## config.mk

```make
export PLATFORM = sky130hd
export DESIGN_NAME = cpu_top
export DESIGN_NICKNAME = d
export VERILOG_FILES = /design/src/common/isa_pkg.sv /design/src/common/core_pkg.sv /design/src/core/decoder.sv /design/src/core/regfile.sv /design/src/core/alu.sv /design/src/core/cpu_top.sv
export SDC_FILE = /design/constraint.sdc
export NUM_CORES = 2
export LEC_CHECK = 0
export ABC_AREA = 0
export BUFFER_PORTS_ARGS = -buffer_cell sky130_fd_sc_hd__buf_4
export CORE_ASPECT_RATIO = 0.75
export CORE_MARGIN = 2
export CORE_UTILIZATION = 56
export DETAILED_ROUTE_END_ITERATION = 6
export PLACE_DENSITY = 0.73
export SLEW_MARGIN = 40
export SYNTH_ARGS = -nofsm -noshare
export SYNTH_HDL_FRONTEND = slang
export SYNTH_SLANG_ARGS = --single-unit
```

## constraint.sdc

```tcl
create_clock -name clk -period 12.2 [get_ports clk]
set_input_delay 1.22 -clock clk [delete_from_list [all_inputs] [get_ports clk]]
set_output_delay 1.22 -clock clk [all_outputs]
set_load 0.01 [all_outputs]
```

## src/common/isa_pkg.sv

```systemverilog
package isa_pkg;

    localparam logic [31:0] reset_pc = 32'h1c00_0000;

    // Major opcode in inst[31:26]
    localparam logic [5:0] major_alu   = 6'h00;
    localparam logic [5:0] major_lu12i = 6'h05;
    localparam logic [5:0] major_mem   = 6'h0a;
    localparam logic [5:0] op_jirl     = 6'h13;
    localparam logic [5:0] op_b        = 6'h14;
    localparam logic [5:0] op_bl       = 6'h15;
    localparam logic [5:0] op_beq      = 6'h16;
    localparam logic [5:0] op_bne      = 6'h17;

    // inst[31:15], register ops and immediate shifts
    localparam logic [16:0] op_add_w  = 17'h00020;
    localparam logic [16:0] op_sub_w  = 17'h00022;
    localparam logic [16:0] op_slt    = 17'h00024;
    localparam logic [16:0] op_sltu   = 17'h00025;
    localparam logic [16:0] op_nor    = 17'h00028;
    localparam logic [16:0] op_and    = 17'h00029;
    localparam logic [16:0] op_or     = 17'h0002a;
    localparam logic [16:0] op_xor    = 17'h0002b;
    localparam logic [16:0] op_slli_w = 17'h00081;
    localparam logic [16:0] op_srli_w = 17'h00089;
    localparam logic [16:0] op_srai_w = 17'h00091;

    // inst[31:22]
    localparam logic [9:0] op_addi_w = 10'h00a;
    localparam logic [9:0] op_ld_w   = 10'h0a2;
    localparam logic [9:0] op_st_w   = 10'h0a6;

    // inst[31:25], bit 25 clear
    localparam logic [6:0] op_lu12i_w = 7'h0a;

    typedef struct packed {
        logic [16:0] opcode;
        logic [4:0]  rk;
        logic [4:0]  rj;
        logic [4:0]  rd;
    } fmt_3r_t;

    typedef struct packed {
        logic [9:0]  opcode;
        logic [11:0] si12;
        logic [4:0]  rj;
        logic [4:0]  rd;
    } fmt_2ri12_t;

    typedef struct packed {
        logic [5:0]  opcode;
        logic [15:0] offs16;
        logic [4:0]  rj;
        logic [4:0]  rd;
    } fmt_2ri16_t;

    typedef struct packed {
        logic [6:0]  opcode;
        logic [19:0] si20;
        logic [4:0]  rd;
    } fmt_1ri20_t;

    // offs26 is split, low half sits above the high half
    typedef struct packed {
        logic [5:0]  opcode;
        logic [15:0] offs_lo;
        logic [9:0]  offs_hi;
    } fmt_i26_t;

    typedef union packed {
        fmt_3r_t    r3;
        fmt_2ri12_t ri12;
        fmt_2ri16_t ri16;
        fmt_1ri20_t ri20;
        fmt_i26_t   i26;
    } inst_u;

endpackage

```

## src/common/core_pkg.sv

```systemverilog
package core_pkg;

    typedef enum logic [3:0] {
        alu_add,
        alu_sub,
        alu_slt,
        alu_sltu,
        alu_and,
        alu_nor,
        alu_or,
        alu_xor,
        alu_sll,
        alu_srl,
        alu_sra,
        alu_lui
    } alu_op_e;

    typedef enum logic [2:0] {
        br_none,
        br_eq,
        br_ne,
        br_always,
        br_reg
    } br_kind_e;

    typedef struct packed {
        alu_op_e     alu_op;
        logic        src1_is_pc;
        logic        src2_is_imm;
        logic        src_reg_is_rd;
        logic        mem_read;
        logic        mem_write;
        logic        reg_write;
        logic [4:0]  dest;
        br_kind_e    branch;
        logic [31:0] imm;
        logic [31:0] br_offs;
    } ctrl_t;

    typedef enum logic [2:0] {
        st_if,
        st_id,
        st_exe,
        st_mem,
        st_wb
    } state_e;

    // One register write as seen at retirement
    typedef struct packed {
        logic [31:0] pc;
        logic        we;
        logic [4:0]  wnum;
        logic [31:0] wdata;
    } trace_t;

endpackage

```

## src/core/decoder.sv

```systemverilog
`timescale 1ns/1ps

module decoder
    import isa_pkg::*;
    import core_pkg::*;
(
    input  inst_u inst,
    output ctrl_t ctrl
);

    logic [31:0] ui5;
    logic [31:0] si12;
    logic [31:0] si20;
    logic [31:0] offs16;
    logic [31:0] offs26;

    assign ui5    = {27'b0, inst.r3.rk};
    assign si12   = {{20{inst.ri12.si12[11]}}, inst.ri12.si12};
    assign si20   = {inst.ri20.si20, 12'b0};
    assign offs16 = {{14{inst.ri16.offs16[15]}}, inst.ri16.offs16, 2'b0};
    assign offs26 = {{4{inst.i26.offs_hi[9]}}, inst.i26.offs_hi, inst.i26.offs_lo, 2'b0};

    always_comb begin
        ctrl        = '0;
        ctrl.alu_op = alu_add;
        ctrl.branch = br_none;
        ctrl.dest   = inst.r3.rd;
        case (inst.i26.opcode)
            major_alu: begin
                if (inst.ri12.opcode == op_addi_w) begin
                    ctrl.src2_is_imm = 1'b1;
                    ctrl.imm         = si12;
                    ctrl.reg_write   = 1'b1;
                end else begin
                    ctrl.reg_write = 1'b1;
                    case (inst.r3.opcode)
                        op_add_w: ctrl.alu_op = alu_add;
                        op_sub_w: ctrl.alu_op = alu_sub;
                        op_slt:   ctrl.alu_op = alu_slt;
                        op_sltu:  ctrl.alu_op = alu_sltu;
                        op_nor:   ctrl.alu_op = alu_nor;
                        op_and:   ctrl.alu_op = alu_and;
                        op_or:    ctrl.alu_op = alu_or;
                        op_xor:   ctrl.alu_op = alu_xor;
                        op_slli_w, op_srli_w, op_srai_w: begin
                            ctrl.src2_is_imm = 1'b1;
                            ctrl.imm         = ui5;
                            if (inst.r3.opcode == op_slli_w)
                                ctrl.alu_op = alu_sll;
                            else if (inst.r3.opcode == op_srli_w)
                                ctrl.alu_op = alu_srl;
                            else
                                ctrl.alu_op = alu_sra;
                        end
                        default: ctrl.reg_write = 1'b0;
                    endcase
                end
            end
            major_mem: begin
                // Address is rj + si12 for both
                ctrl.src2_is_imm = 1'b1;
                ctrl.imm         = si12;
                if (inst.ri12.opcode == op_ld_w) begin
                    ctrl.mem_read  = 1'b1;
                    ctrl.reg_write = 1'b1;
                end else if (inst.ri12.opcode == op_st_w) begin
                    ctrl.mem_write     = 1'b1;
                    ctrl.src_reg_is_rd = 1'b1;
                end
            end
            major_lu12i: begin
                if (inst.ri20.opcode == op_lu12i_w) begin
                    ctrl.alu_op      = alu_lui;
                    ctrl.src2_is_imm = 1'b1;
                    ctrl.imm         = si20;
                    ctrl.reg_write   = 1'b1;
                end
            end
            op_jirl, op_bl: begin
                // Link value pc + 4 comes out of the ALU
                ctrl.src1_is_pc  = 1'b1;
                ctrl.src2_is_imm = 1'b1;
                ctrl.imm         = 32'd4;
                ctrl.reg_write   = 1'b1;
                if (inst.i26.opcode == op_bl) begin
                    ctrl.branch  = br_always;
                    ctrl.br_offs = offs26;
                    ctrl.dest    = 5'd1;
                end else begin
                    ctrl.branch  = br_reg;
                    ctrl.br_offs = offs16;
                end
            end
            op_b: begin
                ctrl.branch  = br_always;
                ctrl.br_offs = offs26;
            end
            op_beq, op_bne: begin
                ctrl.src_reg_is_rd = 1'b1;
                ctrl.br_offs       = offs16;
                ctrl.branch        = (inst.i26.opcode == op_beq) ? br_eq : br_ne;
            end
            default: ;
        endcase
        if (ctrl.dest == 5'd0)
            ctrl.reg_write = 1'b0;
    end

endmodule

```

## src/core/regfile.sv

```systemverilog
`timescale 1ns/1ps

module regfile (
    input  logic        clk,
    input  logic [4:0]  raddr1,
    output logic [31:0] rdata1,
    input  logic [4:0]  raddr2,
    output logic [31:0] rdata2,
    input  logic        we,
    input  logic [4:0]  waddr,
    input  logic [31:0] wdata
);

    logic [31:0] regs [32];

    always_ff @(posedge clk) begin
        if (we && waddr != 5'd0)
            regs[waddr] <= wdata;
    end

    // r0 is wired to zero on the read side
    assign rdata1 = (raddr1 == 5'd0) ? 32'd0 : regs[raddr1];
    assign rdata2 = (raddr2 == 5'd0) ? 32'd0 : regs[raddr2];

endmodule

```

## src/core/alu.sv

```systemverilog
`timescale 1ns/1ps

module alu
    import core_pkg::*;
(
    input  alu_op_e     op,
    input  logic [31:0] src1,
    input  logic [31:0] src2,
    output logic [31:0] result
);

    logic [4:0]  shamt;
    logic [31:0] diff;

    assign shamt = src2[4:0];
    assign diff  = src1 - src2;

    always_comb begin
        case (op)
            alu_add:  result = src1 + src2;
            alu_sub:  result = diff;
            alu_slt:  result = {31'b0, $signed(src1) < $signed(src2)};
            alu_sltu: result = {31'b0, src1 < src2};
            alu_and:  result = src1 & src2;
            alu_nor:  result = ~(src1 | src2);
            alu_or:   result = src1 | src2;
            alu_xor:  result = src1 ^ src2;
            alu_sll:  result = src1 << shamt;
            alu_srl:  result = src1 >> shamt;
            alu_sra:  result = $unsigned($signed(src1) >>> shamt);
            // Immediate is already shifted up by the decoder
            alu_lui:  result = src2;
            default:  result = 32'd0;
        endcase
    end

endmodule

```

## src/core/cpu_top.sv

```systemverilog
`timescale 1ns/1ps

module cpu_top
    import isa_pkg::*;
    import core_pkg::*;
(
    input  logic        clk,
    input  logic        reset,
    output logic [31:0] inst_sram_addr,
    input  logic [31:0] inst_sram_rdata,
    output logic        data_sram_we,
    output logic [31:0] data_sram_addr,
    output logic [31:0] data_sram_wdata,
    input  logic [31:0] data_sram_rdata,
    output trace_t      trace
);

    state_e      state;
    state_e      state_next;
    logic [31:0] pc;
    logic [31:0] next_pc;
    logic [31:0] next_pc_q;
    inst_u       inst_q;
    ctrl_t       ctrl;
    logic [4:0]  rf_raddr2;
    logic [31:0] rj_value;
    logic [31:0] rkd_value;
    logic [31:0] alu_src1;
    logic [31:0] alu_src2;
    logic [31:0] alu_result;
    logic [31:0] alu_q;
    logic        br_taken;
    logic [31:0] br_target;
    logic        rf_we;
    logic [31:0] wb_data;

    always_comb begin
        state_next = st_if;
        case (state)
            st_if: state_next = st_id;
            st_id: state_next = st_exe;
            st_exe: begin
                if (ctrl.mem_read || ctrl.mem_write)
                    state_next = st_mem;
                else if (ctrl.reg_write)
                    state_next = st_wb;
            end
            st_mem: begin
                if (ctrl.mem_read)
                    state_next = st_wb;
            end
            default: state_next = st_if;
        endcase
    end

    always_ff @(posedge clk) begin
        if (reset) begin
            state        <= st_if;
            pc           <= reset_pc;
            data_sram_we <= 1'b0;
        end else begin
            state        <= state_next;
            data_sram_we <= (state == st_exe) && ctrl.mem_write;
            // PC moves only when the instruction retires
            if (state_next == st_if)
                pc <= (state == st_exe) ? next_pc : next_pc_q;
        end
    end

    always_ff @(posedge clk) begin
        if (state == st_id)
            inst_q <= inst_sram_rdata;
        if (state == st_exe) begin
            alu_q           <= alu_result;
            next_pc_q       <= next_pc;
            data_sram_wdata <= rkd_value;
        end
    end

    assign inst_sram_addr = pc;
    assign data_sram_addr = alu_q;

    decoder u_decoder (
        .inst (inst_q),
        .ctrl (ctrl)
    );

    assign rf_raddr2 = ctrl.src_reg_is_rd ? inst_q.r3.rd : inst_q.r3.rk;

    regfile u_regfile (
        .clk    (clk),
        .raddr1 (inst_q.r3.rj),
        .rdata1 (rj_value),
        .raddr2 (rf_raddr2),
        .rdata2 (rkd_value),
        .we     (rf_we),
        .waddr  (ctrl.dest),
        .wdata  (wb_data)
    );

    assign alu_src1 = ctrl.src1_is_pc ? pc : rj_value;
    assign alu_src2 = ctrl.src2_is_imm ? ctrl.imm : rkd_value;

    alu u_alu (
        .op     (ctrl.alu_op),
        .src1   (alu_src1),
        .src2   (alu_src2),
        .result (alu_result)
    );

    // Branch resolution, valid during EXE
    always_comb begin
        case (ctrl.branch)
            br_eq:             br_taken = (rj_value == rkd_value);
            br_ne:             br_taken = (rj_value != rkd_value);
            br_always, br_reg: br_taken = 1'b1;
            default:           br_taken = 1'b0;
        endcase
    end

    assign br_target = (ctrl.branch == br_reg) ? rj_value + ctrl.br_offs
                                               : pc + ctrl.br_offs;
    assign next_pc   = br_taken ? br_target : pc + 32'd4;

    // Load data shows up from the SRAM in WB
    assign rf_we   = (state == st_wb) && ctrl.reg_write;
    assign wb_data = ctrl.mem_read ? data_sram_rdata : alu_q;

    assign trace.pc    = pc;
    assign trace.we    = rf_we;
    assign trace.wnum  = ctrl.dest;
    assign trace.wdata = wb_data;

endmodule

```

* Word level (Yosys, flattened, before mapping)
Memories as Yosys holds them, arrays and structs flattened. A register that Yosys moved wholly into a read port is not among the register bits.
Cells that the tools add are included.
** Word-level totals
- Register bits :: 164
- Bits in writable memories :: 1024
- Input bits :: 66
- Output and inout port bits :: 167
- Logic and storage cells :: 132
- Memories :: 1
** Memory list
- u_regfile.regs :: words 32, width 32, rd ports 2, clocked after Yosys merged registers in 1, write ports 1, line regfile.sv:14 : logic [31:0] regs [32];
** Operators by class
- Add/subtract/negate cells :: 5
- $lt $le $gt $ge :: 2
- Eq/ne operators :: 43
- Shift-type cells :: 3
- Multiplexer cells :: 49
- Bitwise operators :: 4
- Reduce and logical (&&, ||, !) cells :: 18
** Operator list (number)
- $pmux W32 S12 :: 1
- $mux W32 :: 11
- $eq A17 B6 Y1 const B :: 8
- $pmux W32 S4 :: 1
- $add A32 B32 Y32 :: 3
- $pmux W32 S3 :: 1
- $lt A32 B32 Y1 :: 2
- $eq A17 B8 Y1 const B :: 3
- $add A32 B3 Y32 const B :: 1
- $and A32 B32 Y32 :: 1
- $eq A32 B32 Y1 :: 1
- $ne A32 B32 Y1 :: 1
- $not A32 Y32 :: 1
- $or A32 B32 Y32 :: 1
- $pmux W4 S8 :: 1
- $shl A32 B5 Y32 :: 1
- $shr A32 B5 Y32 :: 1
- $sshr A32 B5 Y32 :: 1
- $sub A32 B32 Y32 :: 1
- $xor A32 B32 Y32 :: 1
- $eq A6 B5 Y1 const B :: 5
- $mux W5 :: 5
- $eq A10 B8 Y1 const B :: 2
- $eq A4 B3 Y1 const B :: 4
- 30 further kinds :: 66

* Longest topological paths before layout
- Depth in word-level cells :: 11
- Mapped depth :: 36

* Hierarchy
From an unflattened synthesis, not the netlist that was laid out.
** Second synthesis, totals
- Cell total of the unflattened synthesis :: 5033
- Area, all modules :: 67981.4 sq um
** Modules (own cells, without submodules)
- regfile :: times used 1, cells an instance 2569, area each 47868.4 sq um, seq. area each 30749.5 sq um
- cpu_top :: times used 1, cells an instance 956, area each 10060.9 sq um, seq. area each 4244.1 sq um
- alu :: times used 1, cells an instance 1347, area each 8921.1 sq um, seq. area each 0.0 sq um
- decoder :: times used 1, cells an instance 161, area each 1131.1 sq um, seq. area each 0.0 sq um

* Worst setup path before layout
No wires, ideal clock.
- Path kind :: register -> register
- Start :: reg inst_q[24] in the netlist's numbering
- End :: reg alu_q[30], in the netlist data_sram_addr[30] (data pin)
- Library setup time :: 0.259 ns
- Arrival :: 6.777 ns
- Required time :: 11.941 ns
- Setup slack :: 5.164 ns
- Stages on the path, launching flop included :: 33
- Path buffers :: 8
- Cells stage by stage :: edfxtp_1 buf_2 and4bb_1 and3_1 buf_4 o211ai_4 buf_8 buf_6 mux2_2 o211ai_1 a21oi_1 o211ai_1 o31a_1 buf_2 buf_2 buf_1 clkbuf_1 ha_1 nor2b_1 o21ai_0 a21boi_0 o21a_1 o21a_1 o21ai_0 nand2_1 o211ai_1 o31a_1 o21ai_0 a21o_1 a221oi_1 o31ai_1 a221o_1 a211o_1
** Between the ends
- Longest elaborated chain between the ends :: 11
** Ends and longest elaborated chain
- start: declaration :: line cpu_top.sv:23 : inst_u inst_q;
- start signal: assignment :: line cpu_top.sv:72 : inst_q <= inst_sram_rdata;
- parallel branches: the longest is 10 deep, another holds $mem_v2 Z32 W32
- $pmux W32 S12 * :: line alu.sv:19 : case (op)
- via alu_result[30] :: line cpu_top.sv:30 : logic [31:0] alu_result;
- end signal: assignment :: line cpu_top.sv:74 : alu_q <= alu_result;
- end: declaration :: line cpu_top.sv:31 : logic [31:0] alu_q;
Mark *: on every way through the listed nets, which the timed path passes.
A chain may end at the register's enable or synchronous reset.

* Final worst setup path
- Start :: reg inst_q[31] in the netlist's numbering
- End :: reg alu_q[17], in the netlist data_sram_addr[17] (data pin)
Same word-level chain as after synthesis.

==> impl_metrics.json <==
{
  "drive_gt1_share_pct": 20.8,
  "wl_per_cell_um": 38.6,
  "antenna_found_initial": 22,
  "critPathKind": "reg2reg",
  "die_w_um": 410,
  "grtUsageTotal_pct": 45.2,
  "status": "complete, but fails checks",
  "grt.overflow.total": 0,
  "clock_path_buffers": 3,
  "ioPinCount": 233,
  "nNetsFinal": 6025,
  "postCtsSetupRepairBufs": 0,
  "antenna_left": 0,
  "synth.top_cell.area_share_pct": 48.6,
  "yosys.cell_types.count": 117,
  "max_freq_ghz": 0.0991,
  "max_stage_delay_ns": 0.77,
  "fin_crit_ns": 10.09,
  "dp_hpwl_um": 192000,
  "grt_pass1_vias": 52200,
  "yosys.area.top_type": "edfxtp_1",
  "vias_per_cell": 7.54,
  "slew_headroom_pct": 36.4,
  "syn_avg_cell_area_um2": 12.2,
  "first_pass_iters": 7,
  "htree_levels": 3,
  "yosys-top-cells-area": "edfxtp_1 (49%), mux4_2 (10%), mux2i_1 (6.5%)",
  "cp.arrival_ns": 10.58,
  "maxCapViolations": 0,
  "grt_pass1_wl_um": 402000,
  "drtIter0Drc": 11900,
  "synthArstFlopShare_pct": 0,
  "synth_seq_cells": 1193,
  "cp_max_fo": 52,
  "coreArea_um2": 122000,
  "finalHoldViolations": 0,
  "start_util_pct": 56.6,
  "drc": 19,
  "ys_warn_count": 0,
  "cts.clk_slew.worst_paths_ns": 0.08,
  "finalPower_mw": 12.3,
  "crit_slowest_cell": "nand2_1",
  "netlist_area_um2": 69200,
  "yosysSeqAreaShare_pct": 50.7,
  "cts_buffers": 116,
  "gp_congestion": 1.03,
  "port_buffers": 232,
  "grt_setup_unrepaired": "no",
  "fin_tns_setup_ns": 0,
  "cpLargestDelayFamily": "compound AO/OA/AOI/OAI gates",
  "synth_enable_flop_cells": 1120,
  "fp.dieArea_um2": 126000,
  "failed_checks": "design-rule violations",
  "ys.flop_type": "edfxtp_1",
  "worst-path-buf-inv": 4,
  "root_buffer": "clkbuf_16",
  "cts_hold_buf": 0,
  "vias": 57100,
  "ctsResizeCount": 0,
  "setup_viol": 0,
  "power.density_nw_per_um2": 159,
  "yosys.cell_count.top_type": "edfxtp_1",
  "hp-class": "reg2reg",
  "cts_tree": "done",
  "fin_crit_sh_pct": 82.7,
  "vdd_drop_max_mv": 0.141,
  "maxSlewViolCount": 0,
  "synth_common_cells": "edfxtp_1 (1,120), nand2_1 (723), mux2i_1 (448)",
  "fin_skew_ns": 0.0620,
  "cp-start-kind": "register",
  "grt_max_degree": 149,
  "syn_inst": 5675,
  "finalWirelength_um": 292000,
  "cp.required_ns": 12.69,
  "areaGrowthSynthToFinish_pct": 11.6,
  "die_h_um": 309,
  "worstMarginPinSlew_ns": 0.928,
  "num_rows": 111,
  "clock_latency_ns": 0.80,
  "leakage_nw": 27.7,
  "crit_path_end_kind": "register",
  "cts.sinks": 1193
}
==> cells in the final DEF (no fill, tap or decap), drive strengths merged, types with 32 or more instances in the layout <==
master  netlist  routed
a211oi       74      74
a21o         40      40
a21oi       260     260
a311o        32      32
a31oi        36      36
a32oi        38      38
and3         49      49
buf         264     446
clkbuf      178     127
clkinv        1      52
conb          1      32
dfxtp        73      73
edfxtp     1120    1120
ha          128     128
inv         151     163
mux2        143     143
mux2i       450     450
mux4        322     322
nand2       726     726
nand3       215     215
nand4        36      36
nor2        339     339
nor3         52      52
nor4         32      32
o2111a       35      35
o211ai       37      37
o21ai       191     191
o22ai        56      56
xnor2        59      59
==> worst register-to-register path, cell delays in order, from the launching register on <==
cell       delay [ns]
edfxtp_1         0.52
nand4bb_1        0.62
nor2_1           0.52
o21ai_0          0.37
nand2_1          0.77
buf_4            0.40
nand2_1          0.63
a31o_2           0.47
o211ai_1         0.14
buf_4            0.24
o31a_2           0.21
buf_4            0.57
inv_2            0.48
ha_1             0.36
o21ai_0          0.17
a21oi_1          0.12
o21ai_0          0.31
a2111oi_0        0.20
or3_1            0.50
a41o_1           0.32
a21o_1           0.19
a21oi_1          0.33
o21bai_1         0.24
a21o_1           0.25
a221o_1          0.32
a221oi_1         0.36
o211ai_1         0.17
==> kinds of logic (layout without fill, tap and decap cells) <==
family / Yosys count / after routing / share of synthesized area [%]
AND/OR/NAND/NOR: 1597 / 1597 / 10.4
other: 1 / 38 / 0.00542
XOR/XNOR: 77 / 77 / 0.974
adder cells (fa/ha/maj): 131 / 131 / 2.40
buffers and inverters: 594 / 817 / 4.20
multiplexers: 915 / 915 / 19.3
flip-flops: 1193 / 1193 / 50.7
AO/OA/AOI/OAI: 1167 / 1167 / 12.0
==> flip-flops by register name, indices dropped and copies added, names as in the netlist, named ones only <==
register	cells
data_sram_wdata	32
state	3
u_regfile.regs	1024
data_sram_we	1
next_pc_q	32
inst_q	32
inst_sram_addr	32
data_sram_addr	32
==> final timing paths <==
path / slack, ns / start / cells past startpoint / to
worst max register to register: 2.11 / inst_q[31] / 26 / data_sram_addr[17]
worst min register to register: 0.44 / next_pc_q[21] / 2 / next_pc_q[21]
worst max-delay path: 2.11 / inst_q[31] / 26 / data_sram_addr[17]
worst min-delay path: 0.44 / next_pc_q[21] / 2 / next_pc_q[21]
==> metal layers <==
| metal | track usage, % | wire length, um |
|---|---|---|
| met5 | 0 | 202 |
| met4 | 20.8 | 16700 |
| met3 | 17.8 | 51300 |
| met2 | 60.3 | 116000 |
| met1 | 64.6 | 108000 |
==> where the power goes <==
group          switching (mW)  total [mW]  leakage (nW)  internal, mW
Combinational            2.51        3.74          15.1          1.22
Sequential              0.112        4.74          10.7          4.63
Clock                    1.71        3.85          1.91          2.14
Total                    4.33        12.3          27.7          7.99
==> metrics by stage <==
stage / hold slack (ns) / instance area (um2) / setup WS (ns) / util, % / instances
global route: 0.483 / 77300 / 1.87 / 63.1 / 7567
CTS: 0.443 / 77100 / 2.57 / 63.0 / 7561
global placement: 0.421 / 72800 / 2.61 / 59.5 / 7336
floorplan: 0.410 / 69300 / 5.16 / - / 5706
finish: 0.442 / 77300 / 2.11 / 63.2 / 7573
detailed placement: 0.427 / 73100 / 2.67 / 59.7 / 7342
==> layout make-up <==
class / instances / area (um2)
Antenna cell: 6 / 15.0
Clock inverter: 92 / 1040
Multi-Input combinational cell: 3919 / 31900
Clock buffer: 127 / 2940
Tap cell: 1638 / 2050
Fill cell: 9193 / 45100
Timing Repair Buffer: 446 / 3630
Sequential cell: 1193 / 35100
Inverter: 152 / 573
(Power assumes the default switching activity.)
